==> src/include/dcache_defines.svh <==
`ifndef DCACHE_DEFINES_SVH
`define DCACHE_DEFINES_SVH

// byte address and pipeline word
`define ADDR_WIDTH 32
`define WORD_WIDTH 32

// one block is two words
`define BLOCK_WIDTH 64

// sets per way
`define N_SETS 64

// derived address split
`define OFFSET_BITS $clog2(`BLOCK_WIDTH / 8)
`define INDEX_BITS $clog2(`N_SETS)
`define TAG_BITS (`ADDR_WIDTH - `OFFSET_BITS - `INDEX_BITS)

// byte lanes in one block
`define BLOCK_BYTES (`BLOCK_WIDTH / 8)

// lfsr must never start at zero
`define LFSR_SEED 8'hb5

`endif

==> src/hdl/way_lfsr.sv <==
`timescale 1ns/100ps

`include "dcache_defines.svh"

module way_lfsr (
    input logic clk,
    input logic init,
    output logic way
);

    logic [7:0] state;
    logic feedback;

    // taps 8,6,5,4 give the full 255-state sequence
    assign feedback = state[7] ^ state[5] ^ state[4] ^ state[3];
    assign way = state[0];

    always_ff @(posedge clk or posedge init) begin
        if (init) begin
            state <= `LFSR_SEED;
        end else begin
            state <= {state[6:0], feedback}; // free running
        end
    end

endmodule

==> config.mk <==
export PLATFORM = sky130hd
export DESIGN_NAME = way_lfsr
export DESIGN_NICKNAME = d
export VERILOG_FILES = /design/src/hdl/way_lfsr.sv
export VERILOG_INCLUDE_DIRS = /design/src /design/src/include
export SDC_FILE = /design/constraint.sdc
export NUM_CORES = 1
export LEC_CHECK = 0
export ABC_AREA = 1
export ABC_CLOCK_PERIOD_IN_PS = 2200
export BUFFER_PORTS_ARGS = -buffer_cell sky130_fd_sc_hd__clkbuf_2
export CORE_AREA = 2 2 39 41
export DETAILED_ROUTE_END_ITERATION = 10
export DIE_AREA = 0 0 41 43
export SLEW_MARGIN = 20
export SYNTH_ARGS = -nofsm -noshare
export SYNTH_HDL_FRONTEND = slang
export SYNTH_SLANG_ARGS = --single-unit
==> constraint.sdc <==
create_clock -name clk -period 2.2 [get_ports clk]
set_clock_uncertainty 0.2 [all_clocks]
set_input_delay 0.44 -clock clk [delete_from_list [all_inputs] [get_ports clk]]
set_output_delay 0.44 -clock clk [all_outputs]
set_load 0.01 [all_outputs]
==> summary.md <==
| Metric | Value |
|---|---|
| Status | `completed` |
| Endpoint class of the critical path | `output port` |
| Max Cap Violations | `0` |
| Routed Antenna Nets | `0` |
| CTS max path bufs | `2` |
| Post-route cell area | `between 300 and 400 µm²` |
| CTS Buf Count | `3` |
| Total grt overflow | `0` |
| Antenna Cells | `0` |
| Max_slew headroom | `0.819` |
| Leak pwr | `0.170 nW` |
| Hold path depth | `0` |
| Initial Util | `0.198` |
| Actual slew at the worst max-slew pin | `271 ps` |
| # fillers | `between 100 and 150` |
| Seq/Total Area, Yosys | `0.753` |
| Slowest-stage cell, CP | `dfstp_2` |
| Sequence of cells on the critical path | `clkbuf_2` |
| R2r endpoint | `state[0]` |
| DRC | `0` |
| Most used DFF post-synth | `dfstp_2` |
| Crit-path max cell delay | `about 520 ps` |
| Final Hold Viols | `0` |
| Initial antenna violation count | `0` |
| Wirelength, routed | `between 300 and 400 µm` |
| Area of the multi-input gates | `just under 50 µm²` |
| Hold Crit Endpoint | `state[2]` |
| Largest regs | `state: 8 flops` |
| CTS resizes | `0` |
| Clock-pin slew on the worst setup and hold paths | `around 50 ps` |
| CORE AREA | `roughly 1400 µm²` |
| Post-synthesis cell type count | `7` |
| Bufs and invs on worst path | `1` |
| Setup CP Type | `reg2out` |
| First-pass iteration count of the detailed router | `1` |
| H-tree depth | `1` |
| Hold Path Class | `reg2reg` |
| Worst skew pair latency | `~250 ps` |
| Global-route wire length before repair | `about 660 µm` |
| Met3 wire length | `38 µm` |
| Die height | `43 µm` |
| R2r setup slk | `roughly 1100 ps` |
| Final worst-path cycle share | `0.700` |
| Synthesized area per cell | `roughly 11 µm²` |
| Yosys warns | `0` |
| Synth top cells by count | `nand2_1 (8), dfstp_2 (5), inv_1 (5)` |
| Post-DP HPWL | `243 µm` |
| Via count | `approximately 170` |
| Top routing layer in use | `met4` |
| Mapped cell area | `approximately 270 µm²` |
| #FFs+latches synth | `8` |
| RSZ-0062 raised after global routing | `no` |
| Nets@finish | `34` |
| Post-CTS setup buffers | `0` |
| Worst Path Max Fanout | `2` |
| Crit path required time | `around 1600 ps` |
| Worst R2R Path Depth | `5` |
| Syn_nets | `26` |
| Area contributors post-synth | `dfstp_2 (48%), dfrtp_1 (27%), nand2_1 (11%)` |
| Critical Path AT | `900 ps` |
| CTS tree | `done` |
| Max reg flops | `8` |
| Cell area power density | `roughly 800 nW/µm²` |
| Die W | `41 µm` |
| Met2 WL | `138 µm` |
| Setup_tns | `0 ps` |
| Ratio of cells with drive above 1 in the final layout | `0.355` |
| IO Port Bufs | `2` |
| Startpoint Class | `register` |
| Synth top area share | `0.479` |
| Number of global-route vias before repair | `about 150` |
| Crit path max-delay family | `flip-flops` |
| Worst r2r src | `state[4]` |
| I/O pins | `3` |
| Root Buffer | `clkbuf_4` |
| Ys async rst share | `1.00` |
| Die Area | `approximately 1800 µm²` |
| Largest net degree at the start of global routing | `9` |
| Top reg by flops | `state` |
| Post-DP Area | `304 µm²` |
| HP Start | `state[1]` |
| WL per Instance | `7.57 µm` |
| Synthesis-to-finish area growth | `24.2%` |
| M1 WL | `~160 µm` |
| Most common cell in the netlist | `nand2_1` |
| Fin crit period | `between 1500 and 2000 ps` |
| Register area | `206 µm²` |
| GP Congestion | `0.641` |
| Cells after Synth | `24` |
| Post-synth EDFFs | `0` |
| GRT Util Overall | `0.0684` |
| Peak VDD IR | `between 200 and 250 µV` |
| Site Rows | `14` |
| Max Clk Rate | `roughly 650 MHz` |
| Drt via density | `roughly 3.5` |
| Yosys top cell by area | `dfstp_2` |
| Sink Count | `8` |
| Setup violators final | `0` |
| Final Slew Violations | `0` |
| Violation count after the first detailed-route iteration | `0` |
==> report_power, final <==
part / switching, mW / internal, mW
sequential: 0 / 0.148
clock: 0.0492 / 0.0693
combinational: 0.00279 / 0.00189
==> cell type report <==
type,count,area share
Sequential cell,8,0.607
Tap cell,16,0.0588
Clock buffer,4,0.0772
Multi-Input combinational cell,11,0.143
Timing Repair Buffer,3,0.0588
Inverter,5,0.0551
==> cells by family (layout without fill, tap and decap cells) <==
family / count (synthesis) / count (layout) / synth area share
DFF: 8 / 8 / 0.753
buffers and inverters: 5 / 12 / 0.0685
xor gates and xnor gates: 1 / 1 / 0.0320
and+or+nand+nor: 10 / 10 / 0.146
==> repair_timing <==
action | CTS | global route
hold buffers | 1 | 0
endpoints found under the setup margin | 0 | 0
hold endpoints to repair | 3 | 0
==> cells in the final DEF (no fill, tap or decap) <==
master | Yosys | layout
dfstp_2 | 5 | 5
xnor2_1 | 1 | 1
clkbuf_1 | 0 | 1
dlygate4sd3_1 | 0 | 1
inv_1 | 5 | 5
clkbuf_2 | 0 | 2
nor2_1 | 1 | 1
nand2_1 | 8 | 8
dfrtp_1 | 3 | 3
nor2_2 | 1 | 1
clkbuf_4 | 0 | 3
==> metrics by stage <==
stage / total power [mW] / hold WS, ps / setup slack [ps] / util / instances
2_1_floorplan: 0.152 / 52.1 / 1030 / - / 24
3_3_place_gp: 0.153 / 140 / 933 / 0.220 / 42
3_5_place_dp: 0.154 / 140 / 933 / 0.220 / 42
4_1_cts: 0.279 / 160 / 639 / 0.246 / 47
5_1_grt: 0.290 / 169 / 610 / 0.246 / 47
6_report: 0.271 / 156 / 660 / 0.246 / 47
==> per-layer routing <==
layer | global-route usage | vias to the layer above
met5 | 0 | -
met4 | 0.0600 | 0
met3 | 0.0785 | 5
met2 | 0.0500 | 6
met1 | 0.0915 | 73
li1 | - | 81
==> how the worst max path moves through the flow <==
stage / start / end / slack, ps / cells after the start
finish: state[0] / way / 660 / 1
global route: state[0] / way / 610 / 1
CTS: state[0] / way / 640 / 1
detailed placement: state[0] / way / 930 / 1
global placement: state[0] / way / 930 / 1
floorplan: state[0] / way / 1030 / 0
No activity file was read; power rests on OpenSTA's default activity.
