==> src/include/dcache_defines.svh <==
`ifndef DCACHE_DEFINES_SVH
`define DCACHE_DEFINES_SVH

// byte address and pipeline word
`define ADDR_WIDTH 32
`define WORD_WIDTH 32

// one block is two words
`define BLOCK_WIDTH 64

// sets per way
`define N_SETS 64

// derived address split
`define OFFSET_BITS $clog2(`BLOCK_WIDTH / 8)
`define INDEX_BITS $clog2(`N_SETS)
`define TAG_BITS (`ADDR_WIDTH - `OFFSET_BITS - `INDEX_BITS)

// byte lanes in one block
`define BLOCK_BYTES (`BLOCK_WIDTH / 8)

// lfsr must never start at zero
`define LFSR_SEED 8'hb5

`endif

==> src/hdl/dcache_pkg.sv <==
`include "dcache_defines.svh"

package dcache_pkg;

    typedef logic [`ADDR_WIDTH-1:0] addr_t;
    typedef logic [`WORD_WIDTH-1:0] word_t;
    typedef logic [`BLOCK_WIDTH-1:0] block_t;

    typedef logic [`OFFSET_BITS-1:0] offset_t;
    typedef logic [`INDEX_BITS-1:0] index_t;
    typedef logic [`TAG_BITS-1:0] tag_t;
    typedef logic [`TAG_BITS+`INDEX_BITS-1:0] block_addr_t; // {tag, index}

    typedef enum logic {READ, WRITE} req_type_t;
    typedef enum logic [1:0] {BYTE, HALFWORD, WORD} req_width_t;

    typedef struct packed {
        req_type_t req_type;
        req_width_t width;
        addr_t addr;
        word_t wr_data; // stores only
    } cache_req_t;

    typedef struct packed {
        req_type_t req_type;
        block_addr_t block_addr;
        block_t block_data; // store data replicated across the block
        req_width_t width;
        addr_t addr;
    } mem_req_t;

    typedef struct packed {
        logic valid;
        tag_t tag;
    } tag_way_t;

    typedef struct packed {
        tag_way_t way1;
        tag_way_t way0;
    } tag_set_t;

    typedef struct packed {
        block_t way1;
        block_t way0;
    } data_set_t;

    // tag compare outcome whose hit is sel_way0 | sel_way1
    typedef struct packed {
        logic valid;
        logic sel_way0;
        logic sel_way1;
        logic [1:0] way_valid; // {way1, way0} valid bits of the set
        cache_req_t req;
    } lookup_t;

endpackage

==> src/hdl/resp_result.sv <==
`timescale 1ns/100ps

module resp_result
    import dcache_pkg::*;
(
    input logic clk,
    input logic init,
    input lookup_t lookup,
    input data_set_t data_dout,
    input logic refill_busy,
    output logic resp_valid,
    output word_t rd_data
);

    localparam int WORD_SEL_BIT = $clog2($bits(word_t) / 8);

    logic sel0_q;
    logic sel1_q;
    logic was_valid; // held request still in the pipe after a pulse
    logic word_sel;
    block_t blk;

    always_ff @(posedge clk or posedge init) begin
        if (init) begin
            sel0_q <= 1'b0;
            sel1_q <= 1'b0;
            was_valid <= 1'b0;
        end else begin
            // the two lookups after a pulse still carry the old request
            sel0_q <= lookup.sel_way0 & ~resp_valid & ~was_valid;
            sel1_q <= lookup.sel_way1 & ~resp_valid & ~was_valid;
            was_valid <= resp_valid;
        end
    end

    always_ff @(posedge clk) begin
        word_sel <= lookup.req.addr[WORD_SEL_BIT];
    end

    assign resp_valid = (sel0_q | sel1_q) & ~refill_busy;

    assign blk = sel1_q ? data_dout.way1 : data_dout.way0;
    assign rd_data = blk[word_sel*$bits(word_t) +: $bits(word_t)]; // aligned word

endmodule

==> config.mk <==
export PLATFORM = sky130hd
export DESIGN_NAME = resp_result
export DESIGN_NICKNAME = d
export VERILOG_FILES = /design/src/hdl/dcache_pkg.sv /design/src/hdl/resp_result.sv
export VERILOG_INCLUDE_DIRS = /design/src /design/src/include
export SDC_FILE = /design/constraint.sdc
export NUM_CORES = 1
export LEC_CHECK = 0
export ABC_CLOCK_PERIOD_IN_PS = 1770
export BUFFER_PORTS_ARGS = -buffer_cell sky130_fd_sc_hd__buf_2
export CORE_AREA = 2 2 91 93
export CTS_CLUSTER_SIZE = 12
export DETAILED_ROUTE_END_ITERATION = 10
export DIE_AREA = 0 0 93 95
export PLACE_DENSITY = 0.53
export REMOVE_ABC_BUFFERS = 1
export SLEW_MARGIN = 5
export SYNTH_ARGS = -nofsm -noshare
export SYNTH_HDL_FRONTEND = slang
export SYNTH_SLANG_ARGS = --single-unit
==> constraint.sdc <==
create_clock -name clk -period 1.77 [get_ports clk]
set_clock_uncertainty 0.05 [all_clocks]
set_input_delay 0.177 -clock clk [delete_from_list [all_inputs] [get_ports clk]]
set_output_delay 0.177 -clock clk [all_outputs]
set_load 0.05 [all_outputs]
==> flow_metrics.py <==
metrics = {
    "synthesis": {
        "syn_area_um2": 942,
        "synthFlopType": "dfrtp_1",
        "synth.most_common_cell": "mux4_2",
        "yosysWarnings": 0,
        "synth_top_family_by_area": "multiplexers",
        "avgSynthCellArea_um2": 20.0,
        "synth_edf_count": 0,
        "ys_seq_area_frac": 0.101,
        "synth_top_cell_area_share": 0.693,
        "netlist_top_cells_area": "mux4_2 (69%), mux4_1 (8.4%), dfrtp_1 (8.0%), buf_12 (6.4%), dfxtp_1 (2.1%)",
        "netlist_instances": 47,
        "synth-simple-area-share": 0.0159,
        "synth_fa_ha_area_frac": 0,
        "muxShareOfSynthArea": 0.777,
        "synth.largest_area_cell": "mux4_2",
        "async_reset_ff_frac": 0.750,
        "ys_ff_latch": 4,
        "synth_compound_area_frac": 0.0106,
        "synthTopCellsByCount": "mux4_2 (29), buf_12 (3), buf_2 (3), dfrtp_1 (3), mux4_1 (3)",
        "synthXorXnorAreaFrac": 0,
        "yosysUniqueCellTypes": 10,
    },
    "floorplan": {
        "io_pins": 236,
        "initial_core_util": 0.119,
        "rows": 33,
        "die_h_um": 95,
        "dieWidth_um": 93,
        "die_area_um2": 8840,
        "core_um2": 7930,
    },
    "clocking": {
        "insertion_delay_ns": 0.22,
        "cts_tree": "done",
        "cts_sinks": 4,
        "cts_buffer_depth": 2,
        "clkTransAtPathRegs_ns": 0.03,
        "htreeDepth": 1,
        "cts_buffers": 3,
        "root_buffer": "clkbuf_8",
    },
    "grt": {
        "grt_pass1_vias": 1403,
        "grt_usage": 0.118,
        "antenna_found_initial": 0,
        "grt_pass1_wl_um": 7650,
        "grt.overflow.total": 0,
        "grt_max_degree": 22,
    },
    "worst_hold_path": {
        "min_path_type": "in -> reg",
    },
    "timing": {
        "fmax_mhz": 547,
        "tns_ns": -1.00,
        "rsz0062_at_grt": "yes",
        "worst_pin_slew_ns": 0.238,
        "worst_slack_ns": -0.0590,
        "setup_viol": 29,
        "period_minus_slack_ns": 1.83,
        "finalCritPeriodShare": 1.03,
        "slew_violations": 0,
        "finalHoldViolCount": 0,
        "max_slew_margin": 0.841,
    },
    "routing": {
        "drtIter0Drc": 24,
        "routed_wl_um": 5940,
        "vias_per_cell": 3.99,
        "drc": 0,
        "drtAntennaViolNets": 0,
        "route.vias.total": 1297,
        "drt_pass1_iterations": 3,
        "wire_per_inst_um": 18.3,
    },
    "worst_setup_path": {
        "crit_path_max_fanout": 6,
        "cp-start-kind": "register",
        "crit_slowest_cell": "mux4_2",
        "slowest_delay_ns": 0.54,
        "cp_cell_sequence": "buf_12 -> clkbuf_16 -> mux4_2 -> buf_12",
        "crit_path_frequent_cell": "buf_12",
        "cp_data_arrival_time_ns": 1.60,
        "critical_path_class": "reg -> out",
        "crit_required_ns": 1.54,
        "cp-end-kind": "output port",
    },
    "cells_and_area": {
        "finalInstanceArea_um2": 2400,
        "post-route-util": 0.303,
        "diodes": 0,
        "stdcell_count": 325,
        "syn_to_final_growth_pct": 155,
        "drive_above_1_share": 0.964,
        "finalNetCount": 424,
    },
    "status": {
        "status": "complete, but fails checks",
        "violations": "negative setup slack",
    },
    "job": {
        "max-cap-violations": 0,
    },
    "power": {
        "total_power_mw": 1.54,
        "p_per_area_nw_per_um2": 640,
        "ir_worst_vdd_uv": 354,
        "p_leak_nw": 1.14,
    },
    "placement": {
        "dp_hpwl_um": 5010,
        "placed_area_um2": 2170,
        "dp_cells": 315,
        "numPortBuffers": 166,
        "gp_congestion": 0.688,
    },
}
==> state kept, by name (all words and copies together), names as in the netlist <==
signal,flops
sel0_q,1
sel1_q,1
was_valid,1
word_sel,1
==> worst max-delay path, delay by kind of cell (launching register included) <==
kind	cells	cell delay [ns]
DFF	1	0.36
buffers and inverters	3	0.48
muxes	1	0.54
==> report_power, final <==
part | total [mW] | internal, mW | switching (mW)
combinational | 1.23 | 0.613 | 0.615
clock | 0.204 | 0.154 | 0.0503
sequential | 0.105 | 0.100 | 0.00445
==> layer usage <==
| metal | wire length, um | share of wire | up-vias | global-route usage |
|---|---|---|---|---|
| met5 | 0 | 0 | - | 0 |
| met4 | 27 | 0.0045 | 0 | 0.0221 |
| met3 | 1120 | 0.19 | 4 | 0.0910 |
| met2 | 2630 | 0.44 | 98 | 0.193 |
| met1 | 2160 | 0.36 | 616 | 0.121 |
| li1 | - | - | 579 | - |
==> worst paths after layout <==
check | to | cells past startpoint | slack, ns | startpoint
setup / recovery | rd_data[19] | 4 | -0.06 | sel1_q$_DFF_PP0_
hold / removal | word_sel$_DFF_P_ | 1 | 0.01 | lookup[34]
setup reg to reg | sel1_q$_DFF_PP0_ | 4 | 0.52 | sel1_q$_DFF_PP0_
hold reg to reg | sel1_q$_DFF_PP0_ | 1 | 0.38 | was_valid$_DFF_PP0_
max in group asynchronous | sel1_q$_DFF_PP0_ | 3 | 1.20 | init
min in group asynchronous | sel0_q$_DFF_PP0_ | 3 | 0.33 | init
==> stage by stage <==
step / worst slack [ns] / hold WS, ns
floorplan: -0.770 / -0.119
global placement: 0.138 / -0.00694
detailed placement: 0.153 / -0.0000895
CTS: -0.0783 / 0.0116
global route: -0.0932 / 0.0185
finish: -0.0590 / 0.0141
==> kinds of logic after synthesis <==
logic type	Yosys count
compound gates	1
mux	32
flops	4
simple gates	2
buf+inv	8
==> cells in the final DEF, fill, tap and decap left out <==
master           n
clkbuf_8         3
buf_12          23
buf_8            1
dfrtp_2          1
buf_2          134
nor3b_1          2
dfxtp_1          1
buf_4            2
dlygate4sd3_1    1
clkbuf_1         1
inv_1            1
clkbuf_16        3
dfrtp_1          2
mux4_2          32
o21ba_2          1
buf_6           12
==> cell type report <==
| cell class | count | area [um2] |
|---|---|---|
| fillers | 847 | 5520 |
| multi-input cells | 35 | 746 |
| well taps | 105 | 131 |
| clock buffers | 4 | 45.0 |
| flip-flops and latches | 4 | 96.3 |
| inverters | 1 | 3.75 |
| repair buffers | 176 | 1380 |
==> timing repair <==
action,CTS,global route
hold endpoints to repair,3,0
setup endpoints to repair,27,30
gates resized for setup,14,18
buffers inserted,0,1
hold buffers,1,0
pin swaps,0,0
cloned,0,4
No activity file was read; power rests on OpenSTA's default activity.
