==> src/include/dcache_defines.svh <==
`ifndef DCACHE_DEFINES_SVH
`define DCACHE_DEFINES_SVH

// byte address and pipeline word
`define ADDR_WIDTH 32
`define WORD_WIDTH 32

// one block is two words
`define BLOCK_WIDTH 64

// sets per way
`define N_SETS 64

// derived address split
`define OFFSET_BITS $clog2(`BLOCK_WIDTH / 8)
`define INDEX_BITS $clog2(`N_SETS)
`define TAG_BITS (`ADDR_WIDTH - `OFFSET_BITS - `INDEX_BITS)

// byte lanes in one block
`define BLOCK_BYTES (`BLOCK_WIDTH / 8)

// lfsr must never start at zero
`define LFSR_SEED 8'hb5

`endif

==> src/hdl/dcache_pkg.sv <==
`include "dcache_defines.svh"

package dcache_pkg;

    typedef logic [`ADDR_WIDTH-1:0] addr_t;
    typedef logic [`WORD_WIDTH-1:0] word_t;
    typedef logic [`BLOCK_WIDTH-1:0] block_t;

    typedef logic [`OFFSET_BITS-1:0] offset_t;
    typedef logic [`INDEX_BITS-1:0] index_t;
    typedef logic [`TAG_BITS-1:0] tag_t;
    typedef logic [`TAG_BITS+`INDEX_BITS-1:0] block_addr_t; // {tag, index}

    typedef enum logic {READ, WRITE} req_type_t;
    typedef enum logic [1:0] {BYTE, HALFWORD, WORD} req_width_t;

    typedef struct packed {
        req_type_t req_type;
        req_width_t width;
        addr_t addr;
        word_t wr_data; // stores only
    } cache_req_t;

    typedef struct packed {
        req_type_t req_type;
        block_addr_t block_addr;
        block_t block_data; // store data replicated across the block
        req_width_t width;
        addr_t addr;
    } mem_req_t;

    typedef struct packed {
        logic valid;
        tag_t tag;
    } tag_way_t;

    typedef struct packed {
        tag_way_t way1;
        tag_way_t way0;
    } tag_set_t;

    typedef struct packed {
        block_t way1;
        block_t way0;
    } data_set_t;

    // tag compare outcome whose hit is sel_way0 | sel_way1
    typedef struct packed {
        logic valid;
        logic sel_way0;
        logic sel_way1;
        logic [1:0] way_valid; // {way1, way0} valid bits of the set
        cache_req_t req;
    } lookup_t;

endpackage

==> src/hdl/tag_decode.sv <==
`timescale 1ns/100ps

`include "dcache_defines.svh"

module tag_decode
    import dcache_pkg::*;
(
    input logic clk,
    input logic init,
    input logic req_valid,
    input cache_req_t req,
    input tag_set_t tag_dout,
    output logic tag_en,
    output index_t tag_index,
    output index_t data_index,
    output lookup_t lookup
);

    index_t req_index;

    logic valid_q;
    cache_req_t req_q;
    tag_t tag_q;

    logic sel_way0;
    logic sel_way1;

    assign req_index = req.addr[`OFFSET_BITS +: `INDEX_BITS];
    assign tag_q = req_q.addr[`ADDR_WIDTH-1 -: `TAG_BITS];

    // both arrays read at the incoming index in the request cycle
    assign tag_en = req_valid;
    assign tag_index = req_index;
    assign data_index = req_index;

    always_ff @(posedge clk or posedge init) begin
        if (init) begin
            valid_q <= 1'b0;
        end else begin
            valid_q <= req_valid;
        end
    end

    always_ff @(posedge clk) begin
        req_q <= req;
    end

    // compare against the registered tag, one cycle after the read
    assign sel_way0 = valid_q & tag_dout.way0.valid & (tag_dout.way0.tag == tag_q);
    assign sel_way1 = valid_q & tag_dout.way1.valid & (tag_dout.way1.tag == tag_q);

    assign lookup.valid = valid_q;
    assign lookup.sel_way0 = sel_way0;
    assign lookup.sel_way1 = sel_way1;
    assign lookup.way_valid = {tag_dout.way1.valid, tag_dout.way0.valid};
    assign lookup.req = req_q;

endmodule

==> config.mk <==
export PLATFORM = sky130hd
export DESIGN_NAME = tag_decode
export DESIGN_NICKNAME = d
export VERILOG_FILES = /design/src/hdl/dcache_pkg.sv /design/src/hdl/tag_decode.sv
export VERILOG_INCLUDE_DIRS = /design/src /design/src/include
export SDC_FILE = /design/constraint.sdc
export NUM_CORES = 1
export LEC_CHECK = 0
export BUFFER_PORTS_ARGS = -buffer_cell sky130_fd_sc_hd__buf_2
export CORE_UTILIZATION = 35
export CTS_CLUSTER_SIZE = 20
export DETAILED_ROUTE_END_ITERATION = 16
export PLACE_DENSITY = 0.79
export RECOVER_POWER = 100
export REMOVE_ABC_BUFFERS = 1
export SKIP_CTS_REPAIR_TIMING = 1
export SYNTH_ARGS = -nofsm -noshare
export SYNTH_HDL_FRONTEND = slang
export SYNTH_SLANG_ARGS = --single-unit
==> constraint.sdc <==
create_clock -name clk -period 1.25 [get_ports clk]
set_input_delay 0.0625 -clock clk [delete_from_list [all_inputs] [get_ports clk]]
set_output_delay 0.0625 -clock clk [all_outputs]
set_load 0.005 [all_outputs]
==> results.yml, run 1 <==
die:
  die_area_um2: 6089
  rows: 27
  start_util_pct: 36.52
  core_um2: 5540
  die_h_um: 78.03
  die_x_um: 78.03
  io_pins: 203
clock_tree:
  cts_buffer_depth: 2
  htreeDepth: 3
  cts_tree: "done"
  clk_pin_slew_worst_paths_ns: 0.08
  cts_buffers: 9
  root_buffer: "clkbuf_8"
  cts.sinks: 68
timing:
  rsz0062_at_grt: "true"
  worst_pin_slew_ns: 0.3083
  hold_viol_final: 0
  finalCritPeriodShare_pct: 135.6
  slew_viol_final: 0
  setup_slack_ns: -0.4451
  slew_headroom_pct: 79.26
  tns_ns: -0.8855
  period_needed_ns: 1.695
  max_freq_mhz: 589.9
  hold_slack_ns: 0.1280
  setup_violations: 2
worst_setup_path:
  cp_cell_sequence: "xor2_1 > nor4_2 > nand4_1 > nor3_2 > buf_2"
  cp_max_fo: 3
  critPathKind: "register to output port"
  worstPathRequired_ns: 1.19
  cpLargestDelayFamily: "simple AND/OR/NAND/NOR gates"
  critical-path-slowest-cell: "dfxtp_1"
  end_kind: "output port"
  critPathArrivalTime_ns: 1.63
  startpoint_type: "register"
  path_buf_inv: 1
  cpPeakStageDelay_ns: 0.35
drt:
  drc: 0
  wl_per_cell_um: 14.98
  via_per_inst: 4.206
  postRouteAntennaNets: 0
  vias: 2099
  wirelength_mm: 7.474
  first_pass_iters: 4
  drt-initial-drc-count: 32
cells_and_area:
  nNetsFinal: 540
  antennaDiodeCount: 0
  final_core_util_pct: 70.37
  syn_to_final_growth_pct: 92.70
  drive_gt1_share_pct: 45.20
  finalNonFillerCells: 499
  fin_area_um2: 3899
flow_run:
  drv_cap: 0
power_and_ir_drop:
  power_density_nw_per_um2: 1247
  totalPowerFinal_mw: 4.860
  peakVddDrop_v: 0.0008774
  leakage_nw: 1.881
synth:
  synth_cell_types: 10
  ys_seq_area_share_pct: 67.53
  syn_inst: 151
  synthesis.area_um2: 2023
  ys_ff_latch: 68
  syn_avg_cell_area_um2: 13.40
  yosysWarningCount: 0
worst_hold_path:
  hold_class: "input port to asynchronous set/reset pin"
placed_design:
  dp_cells: 414
  dp_worst_setup_slack_ns: -0.1595
  gp_congestion: 0.7260
  hpwl_mm: 4.689
  io_buffers: 202
  post_dp_cell_area_um2: 3042
grt:
  grt_max_degree: 13
  grt_overflow_total: 0
  grt_pass1_wl_mm: 8.183
  antenna_found_initial: 0
  track_usage_pct: 18.10
  grt_pass1_vias: 1762
status:
  violations: "negative setup slack"
  status: "finished, violations left"
[synth_stat cells]
cell type  count  area, µm²
dfrtp_1        1      25.02
buf_4         18      135.1
xnor2_1       10      87.58
nor3_2         2      20.02
nor2_1         2      7.510
nor4_1         8      50.05
inv_1          1      3.750
nand4_1        6      37.54
xor2_1        36      315.3
dfxtp_1       67       1341
[per-layer routing]
layer,global-route usage (%),vias to the layer above,part of all wire (%)
met5,0,-,0
met4,5.556,0,1.6
met3,8.605,14,8.5
met2,33.54,122,56
met1,17.71,950,34
li1,-,1013,-
[cell usage in the layout (no fill, tap or decap)]
master | synthesis | routed
dfxtp_1 | 67 | 65
nand4_1 | 6 | 6
clkbuf_8 | 0 | 10
inv_1 | 1 | 1
nor3_2 | 2 | 2
clkinvlp_4 | 0 | 3
clkbuf_1 | 0 | 37
nor4_2 | 0 | 1
xor2_1 | 36 | 36
nor2_1 | 2 | 2
nor4_1 | 8 | 7
buf_4 | 18 | 7
buf_2 | 0 | 166
dlygate4sd3_1 | 0 | 69
xnor2_1 | 10 | 10
dfrtp_1 | 1 | 1
bufinv_16 | 0 | 1
clkinv_4 | 0 | 1
dfxtp_2 | 0 | 2
[state kept, by name (all words and copies together), names as in the netlist]
name / count
lookup: 67
valid_q: 1
[cell families (layout without fill, tap and decap cells)]
family | after synthesis | after routing | share of synthesized area [%]
buf+inv | 19 | 295 | 6.864
xor+xnor | 46 | 46 | 19.91
flops | 68 | 68 | 67.53
simple gates | 18 | 18 | 5.690
[power breakdown]
| part | total (mW) | internal (mW) | switching [mW] |
|---|---|---|---|
| Clock | 1.83 | 0.980 | 0.845 |
| Sequential | 2.35 | 2.28 | 0.0648 |
| Combinational | 0.686 | 0.432 | 0.254 |
[cell type report]
cell class | instances | area, µm²
clock buffers | 11 | 141.4
inverters | 1 | 3.754
repair buffers | 278 | 1709
clock inverters | 5 | 61.31
well taps | 72 | 90.09
flip-flops and latches | 68 | 1369
multi-input cells | 64 | 524.3
fillers | 422 | 1642
[final timing paths]
check                        startpoint         end  slack [ns]  cells past startpoint
max in group asynchronous          init     valid_q        1.03                      3
hold / removal                     init     valid_q        0.13                      3
setup / recovery             lookup[58]  lookup[69]       -0.45                      5
min in group clk           tag_dout[47]  lookup[68]        0.32                      2
No activity file was read; power rests on OpenSTA's default activity.
==> run 2, diff against run 1 <==
Settings changed: BUFFER_PORTS_ARGS -buffer_cell sky130_fd_sc_hd__buf_2 to -buffer_cell sky130_fd_sc_hd__clkbuf_2.
==> results.yml, run 2 (synthesis results as in run 1) <==
drt:
  postRouteAntennaNets: 0
  wl_per_cell_um: 14.34
  drt-initial-drc-count: 23
  vias: 2121
  first_pass_iters: 4
  via_per_inst: 4.175
  drc: 0
  wirelength_mm: 7.285
worst_hold_path:
  hold_class: "input port to asynchronous set/reset pin"
die:
  start_util_pct: 36.52
  core_um2: 5540
  die_x_um: 78.03
  rows: 27
  die_area_um2: 6089
  die_h_um: 78.03
  io_pins: 203
timing:
  max_freq_mhz: 598.9
  slew_viol_final: 0
  tns_ns: -0.8097
  hold_slack_ns: 0.1166
  worst_pin_slew_ns: 0.2761
  setup_slack_ns: -0.4197
  hold_viol_final: 0
  rsz0062_at_grt: "true"
  slew_headroom_pct: 81.44
  period_needed_ns: 1.670
  setup_violations: 2
  finalCritPeriodShare_pct: 133.6
placed_design:
  hpwl_mm: 4.847
  gp_congestion: 0.7482
  io_buffers: 202
  post_dp_cell_area_um2: 3109
clock_tree:
  cts_tree: "done"
  cts.sinks: 68
  cts_buffer_depth: 2
  clk_pin_slew_worst_paths_ns: 0.07
  root_buffer: "clkbuf_8"
  htreeDepth: 3
  cts_buffers: 9
grt:
  grt_overflow_total: 0
  grt_pass1_vias: 1845
  track_usage_pct: 18.38
  antenna_found_initial: 0
  grt_pass1_wl_mm: 8.293
  grt_max_degree: 14
worst_setup_path:
  cp_max_fo: 3
  cp_cell_sequence: "xor2_1 > nor4_2 > nand4_1 > nor3_2 > buf_2"
  critPathArrivalTime_ns: 1.61
  cpLargestDelayFamily: "simple AND/OR/NAND/NOR gates"
  critPathKind: "register to output port"
  startpoint_type: "register"
  critical-path-slowest-cell: "dfxtp_2"
  cpPeakStageDelay_ns: 0.35
  worstPathRequired_ns: 1.19
  end_kind: "output port"
  path_buf_inv: 1
cells_and_area:
  drive_gt1_share_pct: 45.87
  largest_reg_flops: 67
  antennaDiodeCount: 0
  syn_to_final_growth_pct: 96.29
  fin_area_um2: 3971
  final_cell_mix: "159 x clkbuf_2, 69 x dlygate4sd3_1, 64 x dfxtp_1"
  nNetsFinal: 549
  layout_commonest_cell: "clkbuf_2"
flow_run:
  drv_cap: 0
power_and_ir_drop:
  leakage_nw: 1.953
  totalPowerFinal_mw: 4.855
  power_density_nw_per_um2: 1223
  peakVddDrop_v: 0.001287
status:
  status: "finished, violations left"
  violations: "negative setup slack"
-- run 2: cell types whose count changed in the layout (fill, tap and decap cells not counted), sizes merged --
cell      change
buf         -154
clkinv        +1
clkinvlp      -2
inv           +2
clkbuf      +162
-- run 2: worst max path at each step --
stage | slack (ns) | start | cells past startpoint | endpoint
6_report | -0.42 | lookup[58] | 5 | lookup[69]
5_1_grt | -0.51 | lookup[58] | 5 | lookup[69]
4_1_cts | -0.55 | lookup[55] | 6 | lookup[69]
3_5_place_dp | -0.18 | lookup[55] | 6 | lookup[69]
3_3_place_gp | -0.21 | lookup[58] | 5 | lookup[69]
2_1_floorplan | 0.19 | lookup[61] | 4 | lookup[69]
-- run 2: final cells by class --
class | instances | area [µm²]
Clock buffer | 10 | 127.6
Clock inverter | 6 | 72.57
Fill cell | 423 | 1569
Inverter | 1 | 3.754
Multi-Input combinational cell | 64 | 536.8
Sequential cell | 68 | 1370
Tap cell | 72 | 90.09
Timing Repair Buffer | 287 | 1770
-- run 2: metal layers --
| metal | global-route usage, % | vias up | share of wire (%) |
|---|---|---|---|
| met5 | 0 | - | 0 |
| met4 | 6.296 | 0 | 1.7 |
| met3 | 9.070 | 12 | 8.1 |
| met2 | 35.22 | 119 | 57 |
| met1 | 16.57 | 957 | 33 |
| li1 | - | 1033 | - |
-- run 2: report_power, final --
group          total [mW]  internal (mW)  switching, mW
Sequential           2.35           2.28         0.0609
Combinational       0.720          0.448          0.271
Clock                1.79          0.943          0.847
-- run 2: through the flow --
step	setup WS [ns]	cells	utilization, %
detailed placement	-0.1785	423	56.12
global placement	-0.2053	423	56.12
CTS	-0.5549	439	59.73
floorplan	0.1915	133	-
global route	-0.5124	508	71.68
finish	-0.4197	508	71.68
